### src/hdl/trivium_defines.svh
// trivium stream cipher parameters
// widths, warm-up length and queue depth shared by the rtl
`ifndef TRIVIUM_DEFINES_SVH
`define TRIVIUM_DEFINES_SVH

// key and iv widths from the cipher spec
`define TRIV_KEY_BITS 80
`define TRIV_IV_BITS 80

// three shift registers, 93 + 84 + 111 bits
`define TRIV_STATE_BITS 288

// unroll factor, also bits per keystream byte
`define TRIV_ROUNDS_PER_CYCLE 8

// 1152 init rounds at 8 per clock
`define TRIV_WARMUP_CYCLES 144

// entries per queue
`define TRIV_FIFO_DEPTH 8

`endif

### src/hdl/trivium_pkg.sv
// trivium stream types
// key, iv, keystream byte, data beat and core phase
`include "trivium_defines.svh"

package trivium_pkg;

    // cipher inputs
    typedef logic [`TRIV_KEY_BITS-1:0] key_t;
    typedef logic [`TRIV_IV_BITS-1:0] iv_t;

    // one clock of keystream, first round in bit 0
    typedef logic [`TRIV_ROUNDS_PER_CYCLE-1:0] ks_byte_t;

    // plaintext beat as queued
    typedef struct packed {
        logic [7:0] data;
        logic       last;
    } data_beat_t;

    // core FSM
    typedef enum logic [1:0] {
        IDLE,
        WARMUP,
        RUN
    } core_phase_e;

endpackage

### src/hdl/payload_fifo.sv
// show-ahead synchronous queue
// circular buffer with occupancy count, head valid whenever not empty,
// flush empties it in one clock
`include "trivium_defines.svh"

module payload_fifo #(
    parameter type payload_t = logic [7:0]
) (
    input  logic     clk,
    input  logic     rst,
    input  logic     flush,
    input  logic     push,
    input  payload_t push_data,
    input  logic     pop,
    output payload_t head,
    output logic     empty,
    output logic     full
);
    localparam int DEPTH = `TRIV_FIFO_DEPTH;
    localparam int PTR_W = $clog2(DEPTH);
    localparam int CNT_W = $clog2(DEPTH + 1);
    localparam logic [PTR_W-1:0] LAST_PTR = PTR_W'(DEPTH - 1);

    payload_t         mem [0:DEPTH-1];
    logic [PTR_W-1:0] wr_ptr;
    logic [PTR_W-1:0] rd_ptr;
    logic [CNT_W-1:0] count;
    logic             wr_en;
    logic             rd_en;

    // push while full is dropped
    assign wr_en = push && !full;
    assign rd_en = pop && !empty;

    assign head  = mem[rd_ptr];
    assign empty = (count == '0);
    assign full  = (count == CNT_W'(DEPTH));

    // storage
    always_ff @(posedge clk) begin
        if (wr_en) begin
            mem[wr_ptr] <= push_data;
        end
    end

    // pointers and count, flush wins over push and pop
    always_ff @(posedge clk) begin
        if (rst || flush) begin
            wr_ptr <= '0;
            rd_ptr <= '0;
            count  <= '0;
        end else begin
            if (wr_en) begin
                wr_ptr <= (wr_ptr == LAST_PTR) ? '0 : wr_ptr + 1'b1;
            end
            if (rd_en) begin
                rd_ptr <= (rd_ptr == LAST_PTR) ? '0 : rd_ptr + 1'b1;
            end
            if (wr_en && !rd_en) begin
                count <= count + 1'b1;
            end else if (rd_en && !wr_en) begin
                count <= count - 1'b1;
            end
        end
    end

endmodule

### src/hdl/trivium_core.sv
// trivium keystream core
// loads key and iv, runs 1152 warm-up rounds at 8 per clock,
// then emits one keystream byte per clock while its queue has room
`include "trivium_defines.svh"

module trivium_core (
    input  logic                clk,
    input  logic                rst,
    input  logic                load,
    input  trivium_pkg::key_t   key,
    input  trivium_pkg::iv_t    iv,
    input  logic                ks_full,
    output logic                ks_push,
    output trivium_pkg::ks_byte_t ks_byte,
    output logic                ks_ready
);
    import trivium_pkg::*;

    localparam int ROUNDS = `TRIV_ROUNDS_PER_CYCLE;
    localparam int SB = `TRIV_STATE_BITS;
    localparam int IV_BASE = 93;
    localparam int CNT_W = $clog2(`TRIV_WARMUP_CYCLES);
    localparam logic [CNT_W-1:0] LAST_WARM = CNT_W'(`TRIV_WARMUP_CYCLES - 1);

    core_phase_e      phase;
    logic [CNT_W-1:0] warm_cnt;
    logic [SB-1:0]    state;
    logic [SB-1:0]    init_state;
    logic [SB-1:0]    stage [0:ROUNDS];
    ks_byte_t         z;
    logic             advance;

    // one trivium round, returns {z, next state}
    // index 0 holds s1
    function automatic logic [SB:0] trivium_round(input logic [SB-1:0] s);
        logic t1;
        logic t2;
        logic t3;
        logic z_bit;
        t1 = s[65] ^ s[92];
        t2 = s[161] ^ s[176];
        t3 = s[242] ^ s[287];
        z_bit = t1 ^ t2 ^ t3;
        // nonlinear feedback terms
        t1 = t1 ^ (s[90] & s[91]) ^ s[170];
        t2 = t2 ^ (s[174] & s[175]) ^ s[263];
        t3 = t3 ^ (s[285] & s[286]) ^ s[68];
        // shift each register by one, feedback enters at its low end
        return {z_bit, s[286:177], t2, s[175:93], t1, s[91:0], t3};
    endfunction

    // key in s1..s80, iv in s94..s173, last three bits set
    always_comb begin
        init_state = '0;
        init_state[`TRIV_KEY_BITS-1:0] = key;
        init_state[IV_BASE +: `TRIV_IV_BITS] = iv;
        init_state[SB-1:SB-3] = 3'b111;
    end

    // 8 rounds unrolled, round r gives output bit r
    always_comb begin
        stage[0] = state;
        for (int r = 0; r < ROUNDS; r++) begin
            {z[r], stage[r+1]} = trivium_round(stage[r]);
        end
    end

    // warm-up always advances, run only when the byte can be stored
    assign advance = (phase == WARMUP) || ((phase == RUN) && !ks_full);

    assign ks_push  = (phase == RUN) && !ks_full;
    assign ks_byte  = z;
    assign ks_ready = (phase == RUN);

    // phase and warm-up count
    always_ff @(posedge clk) begin
        if (rst) begin
            phase    <= IDLE;
            warm_cnt <= '0;
        end else if (load) begin
            // restart from any phase
            phase    <= WARMUP;
            warm_cnt <= '0;
        end else if (phase == WARMUP) begin
            warm_cnt <= warm_cnt + 1'b1;
            if (warm_cnt == LAST_WARM) begin
                phase <= RUN;
            end
        end
    end

    // cipher state, holds while stalled
    always_ff @(posedge clk) begin
        if (load) begin
            state <= init_state;
        end else if (advance) begin
            state <= stage[ROUNDS];
        end
    end

endmodule

### src/hdl/stream_combiner.sv
// keystream / plaintext combiner
// pops both queues together and registers the xor beat
module stream_combiner (
    input  logic                    clk,
    input  logic                    rst,
    input  logic                    ks_empty,
    input  trivium_pkg::ks_byte_t   ks_head,
    input  logic                    pt_empty,
    input  trivium_pkg::data_beat_t pt_head,
    output logic                    pop,
    output logic                    ct_valid,
    output logic [7:0]              ct_data,
    output logic                    ct_last
);

    // one pop drives both queues, so they stay in step
    assign pop = !ks_empty && !pt_empty;

    // output strobe
    always_ff @(posedge clk) begin
        if (rst) begin
            ct_valid <= 1'b0;
        end else begin
            ct_valid <= pop;
        end
    end

    // beat payload, only meaningful with ct_valid
    always_ff @(posedge clk) begin
        if (pop) begin
            ct_data <= pt_head.data ^ ks_head;
            ct_last <= pt_head.last;
        end
    end

endmodule

### src/hdl/trivium_stream_top.sv
// trivium stream encryptor
// keystream core and plaintext source feed two queues,
// combiner xors their heads into the ciphertext stream
module trivium_stream_top (
    input  logic              clk,
    input  logic              rst,
    input  logic              load,
    input  trivium_pkg::key_t key,
    input  trivium_pkg::iv_t  iv,
    input  logic              pt_push,
    input  logic [7:0]        pt_data,
    input  logic              pt_last,
    output logic              pt_full,
    output logic              ks_ready,
    output logic              ct_valid,
    output logic [7:0]        ct_data,
    output logic              ct_last
);
    import trivium_pkg::*;

    // core to keystream queue
    logic       ks_push;
    ks_byte_t   ks_byte;
    logic       ks_full;

    // queue heads to combiner
    ks_byte_t   ks_head;
    logic       ks_empty;
    data_beat_t pt_beat;
    data_beat_t pt_head;
    logic       pt_empty;
    logic       pop;

    assign pt_beat.data = pt_data;
    assign pt_beat.last = pt_last;

    trivium_core core0 (
        .clk      (clk),
        .rst      (rst),
        .load     (load),
        .key      (key),
        .iv       (iv),
        .ks_full  (ks_full),
        .ks_push  (ks_push),
        .ks_byte  (ks_byte),
        .ks_ready (ks_ready)
    );

    // load drops stale keystream
    payload_fifo #(.payload_t(ks_byte_t)) ks_fifo (
        .clk       (clk),
        .rst       (rst),
        .flush     (load),
        .push      (ks_push),
        .push_data (ks_byte),
        .pop       (pop),
        .head      (ks_head),
        .empty     (ks_empty),
        .full      (ks_full)
    );

    // pending plaintext also dropped on load
    payload_fifo #(.payload_t(data_beat_t)) pt_fifo (
        .clk       (clk),
        .rst       (rst),
        .flush     (load),
        .push      (pt_push),
        .push_data (pt_beat),
        .pop       (pop),
        .head      (pt_head),
        .empty     (pt_empty),
        .full      (pt_full)
    );

    stream_combiner comb0 (
        .clk      (clk),
        .rst      (rst),
        .ks_empty (ks_empty),
        .ks_head  (ks_head),
        .pt_empty (pt_empty),
        .pt_head  (pt_head),
        .pop      (pop),
        .ct_valid (ct_valid),
        .ct_data  (ct_data),
        .ct_last  (ct_last)
    );

endmodule

### config.mk
export PLATFORM = sky130hd
export DESIGN_NAME = trivium_stream_top
export DESIGN_NICKNAME = d
export VERILOG_FILES = /design/src/hdl/trivium_pkg.sv /design/src/hdl/payload_fifo.sv /design/src/hdl/trivium_core.sv /design/src/hdl/stream_combiner.sv /design/src/hdl/trivium_stream_top.sv
export VERILOG_INCLUDE_DIRS = /design/src /design/src/hdl
export SDC_FILE = /design/constraint.sdc
export NUM_CORES = 1
export LEC_CHECK = 0
export ABC_AREA = 1
export BUFFER_PORTS_ARGS = -buffer_cell sky130_fd_sc_hd__buf_2
export CORE_MARGIN = 2
export CORE_UTILIZATION = 29
export CTS_CLUSTER_SIZE = 16
export DETAILED_ROUTE_END_ITERATION = 16
export PLACE_DENSITY = 0.51
export SLEW_MARGIN = 20
export SYNTH_ARGS = -nofsm -noshare
export SYNTH_HDL_FRONTEND = slang
export SYNTH_HIERARCHICAL = 1
export SYNTH_SLANG_ARGS = --single-unit
### constraint.sdc
create_clock -name clk -period 3.1 [get_ports clk]
set_input_delay 0.155 -clock clk [delete_from_list [all_inputs] [get_ports clk]]
set_output_delay 0.155 -clock clk [all_outputs]
set_load 0.02 [all_outputs]
### After elaboration in Yosys (flattened, before gate mapping)

Memories as Yosys holds them, arrays and structs flattened. A register that Yosys moved wholly into a read port is not among the register bits.
Cells that the tools add are included.

| word-level totals | value |
|---|---|
| flip-flop bits (word level) | 328 |
| bits in latches | 0 |
| bits in writable memories | 136 |
| memory bits (read-only) | 0 |
| input bits | 173 |
| logic and storage cells | 198 |
| memories kept | 2 |

Memories:

| name | depth | bits a word | rd ports | clocked after Yosys merged registers in | wr ports | line | text |
|---|---|---|---|---|---|---|---|
| pt_fifo.mem | 8 | 9 | 1 | 1 | 1 | payload_fifo.sv:24 | `payload_t mem [0:DEPTH-1];` |
| ks_fifo.mem | 8 | 8 | 1 | 1 | 1 | payload_fifo.sv:24 |  |

| operators by class | value |
|---|---|
| $add $sub $neg | 9 |
| multiply operators | 0 |
| divide/modulo/power cells | 0 |
| $lt $le $gt $ge | 0 |
| eq/ne operators | 9 |
| shifts and indexed selects | 0 |
| mux-type cells | 21 |
| bitwise operators | 113 |
| reductions and logical operators | 30 |

Operator list:

| kind | count |
|---|---|
| 2-to-1 mux 173 bit | 2 |
| bitwise XOR 1 bit | 88 |
| AND 1 bit | 24 |
| 2-to-1 mux 3 bit | 8 |
| 2-to-1 mux 4 bit | 4 |
| adder 3 x 1 -> 3 bit, second input constant | 4 |
| equality test 3 bit, second input constant | 4 |
| logical AND 1 bit | 10 |
| nonzero test 2 bit | 5 |
| adder 4 x 1 -> 4 bit, second input constant | 2 |
| adder 8 x 1 -> 8 bit, second input constant | 1 |
| equality test 4 bit, second input constant | 2 |
| equality test 8 bit, second input constant | 1 |
| logical NOT 1 bit | 8 |
| logical NOT 4 bit | 2 |
| subtractor 4 x 1 -> 4 bit, second input constant | 2 |
| bitwise XOR 8 bit | 1 |
| 2-to-1 mux 1 bit | 7 |
| AND reduction 2 bit | 2 |
| equality test 2 x 1 -> 1 bit, second input constant | 1 |
| equality test 2 bit, second input constant | 1 |
| logical OR 1 bit | 2 |
| OR reduction 2 bit | 1 |

### Depth between registers and ports, before layout

| depth | value |
|---|---|
| depth in word-level cells | 8 |
| depth in mapped cells | 17 |

### Hierarchy

Netlist, hierarchy kept.

By module, submodules not included:

| module | times used | cells an instance | area an instance (sq um) | sequential area each (sq um) |
|---|---|---|---|---|
| trivium_core | 1 | 1424 | 12567.1 | 7567.3 |
| payload_fifo at pt_fifo | 1 | 338 | 3644.7 | 2422.3 |
| payload_fifo at ks_fifo | 1 | 314 | 3300.7 | 2182.1 |
| stream_combiner | 1 | 47 | 431.7 | 290.3 |

### Least setup slack after synthesis

Ideal clock, no wire load.

| timing | value |
|---|---|
| path type | register to register |
| from | reg ks_fifo.count[0] |
| to | reg core0.state[0] (enable) |
| data arrival time | 1.921 ns |
| required time | 2.706 ns |
| slack | 0.785 ns |
| cell stages (with the launch flop) | 8 |
| clock period less this slack | 2.315 ns |
| cells stage by stage | dfxtp_1 nor2_2 nand3_2 inv_1 nand3b_1 nand3_1 buf_4 buf_6 |

| on the way | value |
|---|---|
| word-level cells in the longest chain between the ends | 5 |

Ends and longest elaborated chain:

| element | line | text |
|---|---|---|
| from (decl) | payload_fifo.sv:27 | `logic [CNT_W-1:0] count;` |
| from (signal assigned) | payload_fifo.sv:60 | `count <= count + 1'b1;` |
| from (signal assigned) | payload_fifo.sv:62 | `count <= count - 1'b1;` |
| equality test 4 bit | payload_fifo.sv:37 | `assign full = (count == CNT_W'(DEPTH));` |
| named net ks_full | trivium_stream_top.sv:24 | `logic ks_full;` |
| logical NOT 1 bit | trivium_core.sv:69 | `assign advance = (phase == WARMUP) \|\| ((phase == RUN) && !ks_full);` |
| logical AND 1 bit | trivium_core.sv:69 |  |
| logical OR 1 bit | trivium_core.sv:69 |  |
| nonzero test 2 bit (no source line) | n/a |  |
| to (signal assigned) | trivium_core.sv:95 | `state <= init_state;` |
| to (signal assigned) | trivium_core.sv:97 | `state <= stage[ROUNDS];` |
| to (decl) | trivium_core.sv:27 | `logic [SB-1:0] state;` |

The timed path passes the listed nets, and every way through them passes these cells.
A chain may end at the register's enable or synchronous reset.

### Worst setup path in the final report

| timing | value |
|---|---|
| from | reg ks_fifo.count[0] |
| to | reg ks_fifo.count[3] |

| on the way | value |
|---|---|
| word-level cells in the longest chain between the ends | 7 |

Ends and longest elaborated chain:

| element | line | text |
|---|---|---|
| equality test 4 bit * | payload_fifo.sv:37 |  |
| named net ks_full | trivium_stream_top.sv:24 |  |
| logical NOT 1 bit * | trivium_core.sv:71 | `assign ks_push = (phase == RUN) && !ks_full;` |
| logical AND 1 bit * | trivium_core.sv:71 |  |
| named net ks_push | trivium_stream_top.sv:22 | `logic ks_push;` |
| logical AND 1 bit * | payload_fifo.sv:32 | `assign wr_en = push && !full;` |
| named net ks_fifo.wr_en | payload_fifo.sv:28 | `logic wr_en;` |
| logical NOT 1 bit | payload_fifo.sv:61 | `end else if (rd_en && !wr_en) begin` |
| logical AND 1 bit | payload_fifo.sv:61 |  |
| nonzero test 2 bit (no source line) | n/a |  |

The timed path passes the listed nets; every way through them passes the cells marked *. The select of a mux whose other input is x is not followed.

==> results.cfg <==
[yosys]
ys_seq_area_frac = 0.6248
synth_seq_cells = 470
syn_area_um2 = 19940
async_flop_share = 0
synth.distinct_cells = 32
synth-edff-count = 305
yosysWarnings = 6
synthFlopType = edfxtp_1
syn_inst = 2123
synth_nets = 2313
syn_avg_cell_area_um2 = 9.394

[timing]
worst_pin_slew_ns = 0.9139
skew_ns = 0.03252
drv_slew = 0
hold_viol = 0
maxSlewHeadroom = 0.3885
post-route-period-util = 0.8068
clock.fmax_mhz = 399.8
min_period_ns = 2.501
holdWs_ns = 0.1458
rsz0062_at_grt = false
setup_tns_ns = 0
setup_viol = 0

[critical_path]
cpMostUsedCell = inv_1
end_kind = flip-flop
crit_required_ns = 3.60
path_buf_inv = 5
cp.arrival_ns = 3.00
crit_family = simple AND/OR/NAND/NOR gates
slowest_delay_ns = 0.44
critPathLaunchType = flip-flop
path_max_fanout = 5
critical_path_class = flip-flop to flip-flop
worstPathCellList = nor2_2 -> nand3_2 -> inv_1 -> nand3b_1 -> inv_1 -> nand2_2 -> inv_1 -> ha_1 -> inv_1 -> ha_1 -> or2_2 -> nand3_1 -> nand3_1 -> nand2_1 -> inv_1
cpMaxStageDelayCell = dfxtp_1

[global_route]
grt_pass1_wl_um = 79600
grt_pass1_vias = 15260
antenna_found_initial = 3
grt.total_usage = 0.1405
globalRouteOverflowTotal = 0
grt_max_degree = 115

[die]
dieHeight_um = 266.2
row_count = 96
dieArea_um2 = 70890
initial_core_util = 0.2918
design.core.area_um2 = 68350
die_w_um = 266.2
ios = 185

[drt]
vias = 15070
viasPerCell = 4.443
drc_errors = 0
drtIter0Drc = 873
drt-pass1-iter-count = 7
routedWlPerCell_um = 14.83
postRouteAntennaNets = 0
wirelength_um = 50290

[cts]
cts_root_buffer = clkbuf_16
numCtsBuffers = 50
clk_pin_slew_ns = 0.06
ctsHoldBuffers = 171
cts_buffer_depth = 3
ctsResizeCount = 0
htree_levels = 2
post_cts_buffers = 0
clock_latency_ns = 0.60
cts_sinks = 470
cts_tree = built

[power]
p_per_area_nw_per_um2 = 565.2
leakagePower_nw = 10.39
irDropWorstVdd_v = 0.0004174

[layout]
final_area_um2 = 24860
utilization = 0.3637
mostFrequentLayoutCells = nand2_1 (772), edfxtp_1 (305), nor2_1 (219)
stdcell_count = 3391
final_layout_size_suffix_gt1_frac = 0.1198
final_common_cell = nand2_1
nets = 2656
area_growth_pct = 24.62

[placed_design]
placed_area_um2 = 21560
gp_congestion = 0.8321
dpl.hpwl_um = 33520
portBuffers = 184
dp.cells = 3125

[job]
drv_cap = 0

[outcome]
status = completed

[min_path]
hold_class = primary input to flip-flop
sequential cells by signal, summed over array words and instances (netlist names), named ones only:
signal          count
pt_fifo/wr_ptr      3
core0/phase         2
ks_fifo/count       4
ks_fifo/mem        64
ks_fifo/rd_ptr      3
core0/state       288
core0/warm_cnt      8
comb0/ct_last       1
comb0/ct_data       8
comb0/ct_valid      1
ks_fifo/wr_ptr      3
pt_fifo/rd_ptr      3
pt_fifo/count       4
pt_fifo/mem        72
Yosys cell counts (20+ instances only):
master    count  area [um^2]
buf_4        21        157.7
buf_6        27        304.0
clkbuf_1     22        82.58
dfxtp_1     165         3303
edfxtp_1    305         9159
inv_1       187        701.9
nand2_1     772         2898
nand3_1      83        415.4
nor2_1      219        822.0
o21ai_0      56        280.3
o21ai_1      65        325.3
o22ai_1      84        525.5
xnor2_1      20        175.2
xor2_1       21        183.9
tightest hold or removal path: cells and delay by family:
family,cells,cell delay [ns]
and+or+nand+nor,2,0.15
buffers and inverters,1,0.22
through the flow:
step / power, mW / setup WS (ns)
after global placement: 8.263 / 0.6839
after global routing: 14.62 / 0.4295
after floorplan: 7.863 / 0.7852
after detailed placement: 8.280 / 0.6005
final: 14.05 / 0.5990
after CTS: 14.24 / 0.5829
routing by layer:
metal  vias up  GRT usage  wire length (um)
met2       343     0.2361             23640
met4         0    0.05664              1691
met1      7044     0.1793             22800
met3        95    0.02384              2159
li1       7584          -                 -
met5         -          0                 0
cell families after synthesis:
group,Yosys count,share of synthesized area
compound gates,221,0.06085
buf+inv,284,0.07183
simple gates,1090,0.2130
xor+xnor,41,0.01801
flops,470,0.6248
fa+ha+maj,17,0.01142
final cells by class:
class	instances	area, um^2
multi-input combinational	1369	6067
inverter	196	750.7
tap	882	1104
fill	6789	43490
clock buffer	71	1416
sequential	470	12460
clock inverter	20	155.1
antenna	4	10.01
timing repair buffer	379	2890
report_power, final:
part | internal [mW] | switching, mW
clock | 3.27 | 2.46
sequential | 7.03 | 0.145
combinational | 0.448 | 0.696
worst paths after layout:
kind	startpoint	endpoint	slack, ns	depth (start not counted)
hold reg to reg	core0/state[77]	core0/state[85]	0.44	2
setup reg to reg	ks_fifo/count[0]	ks_fifo/count[3]	0.60	15
hold / removal	load	core0/state[52]	0.15	3
setup / recovery	ks_fifo/count[0]	ks_fifo/count[3]	0.60	15
Note: power is estimated with default switching activity, not from simulation.
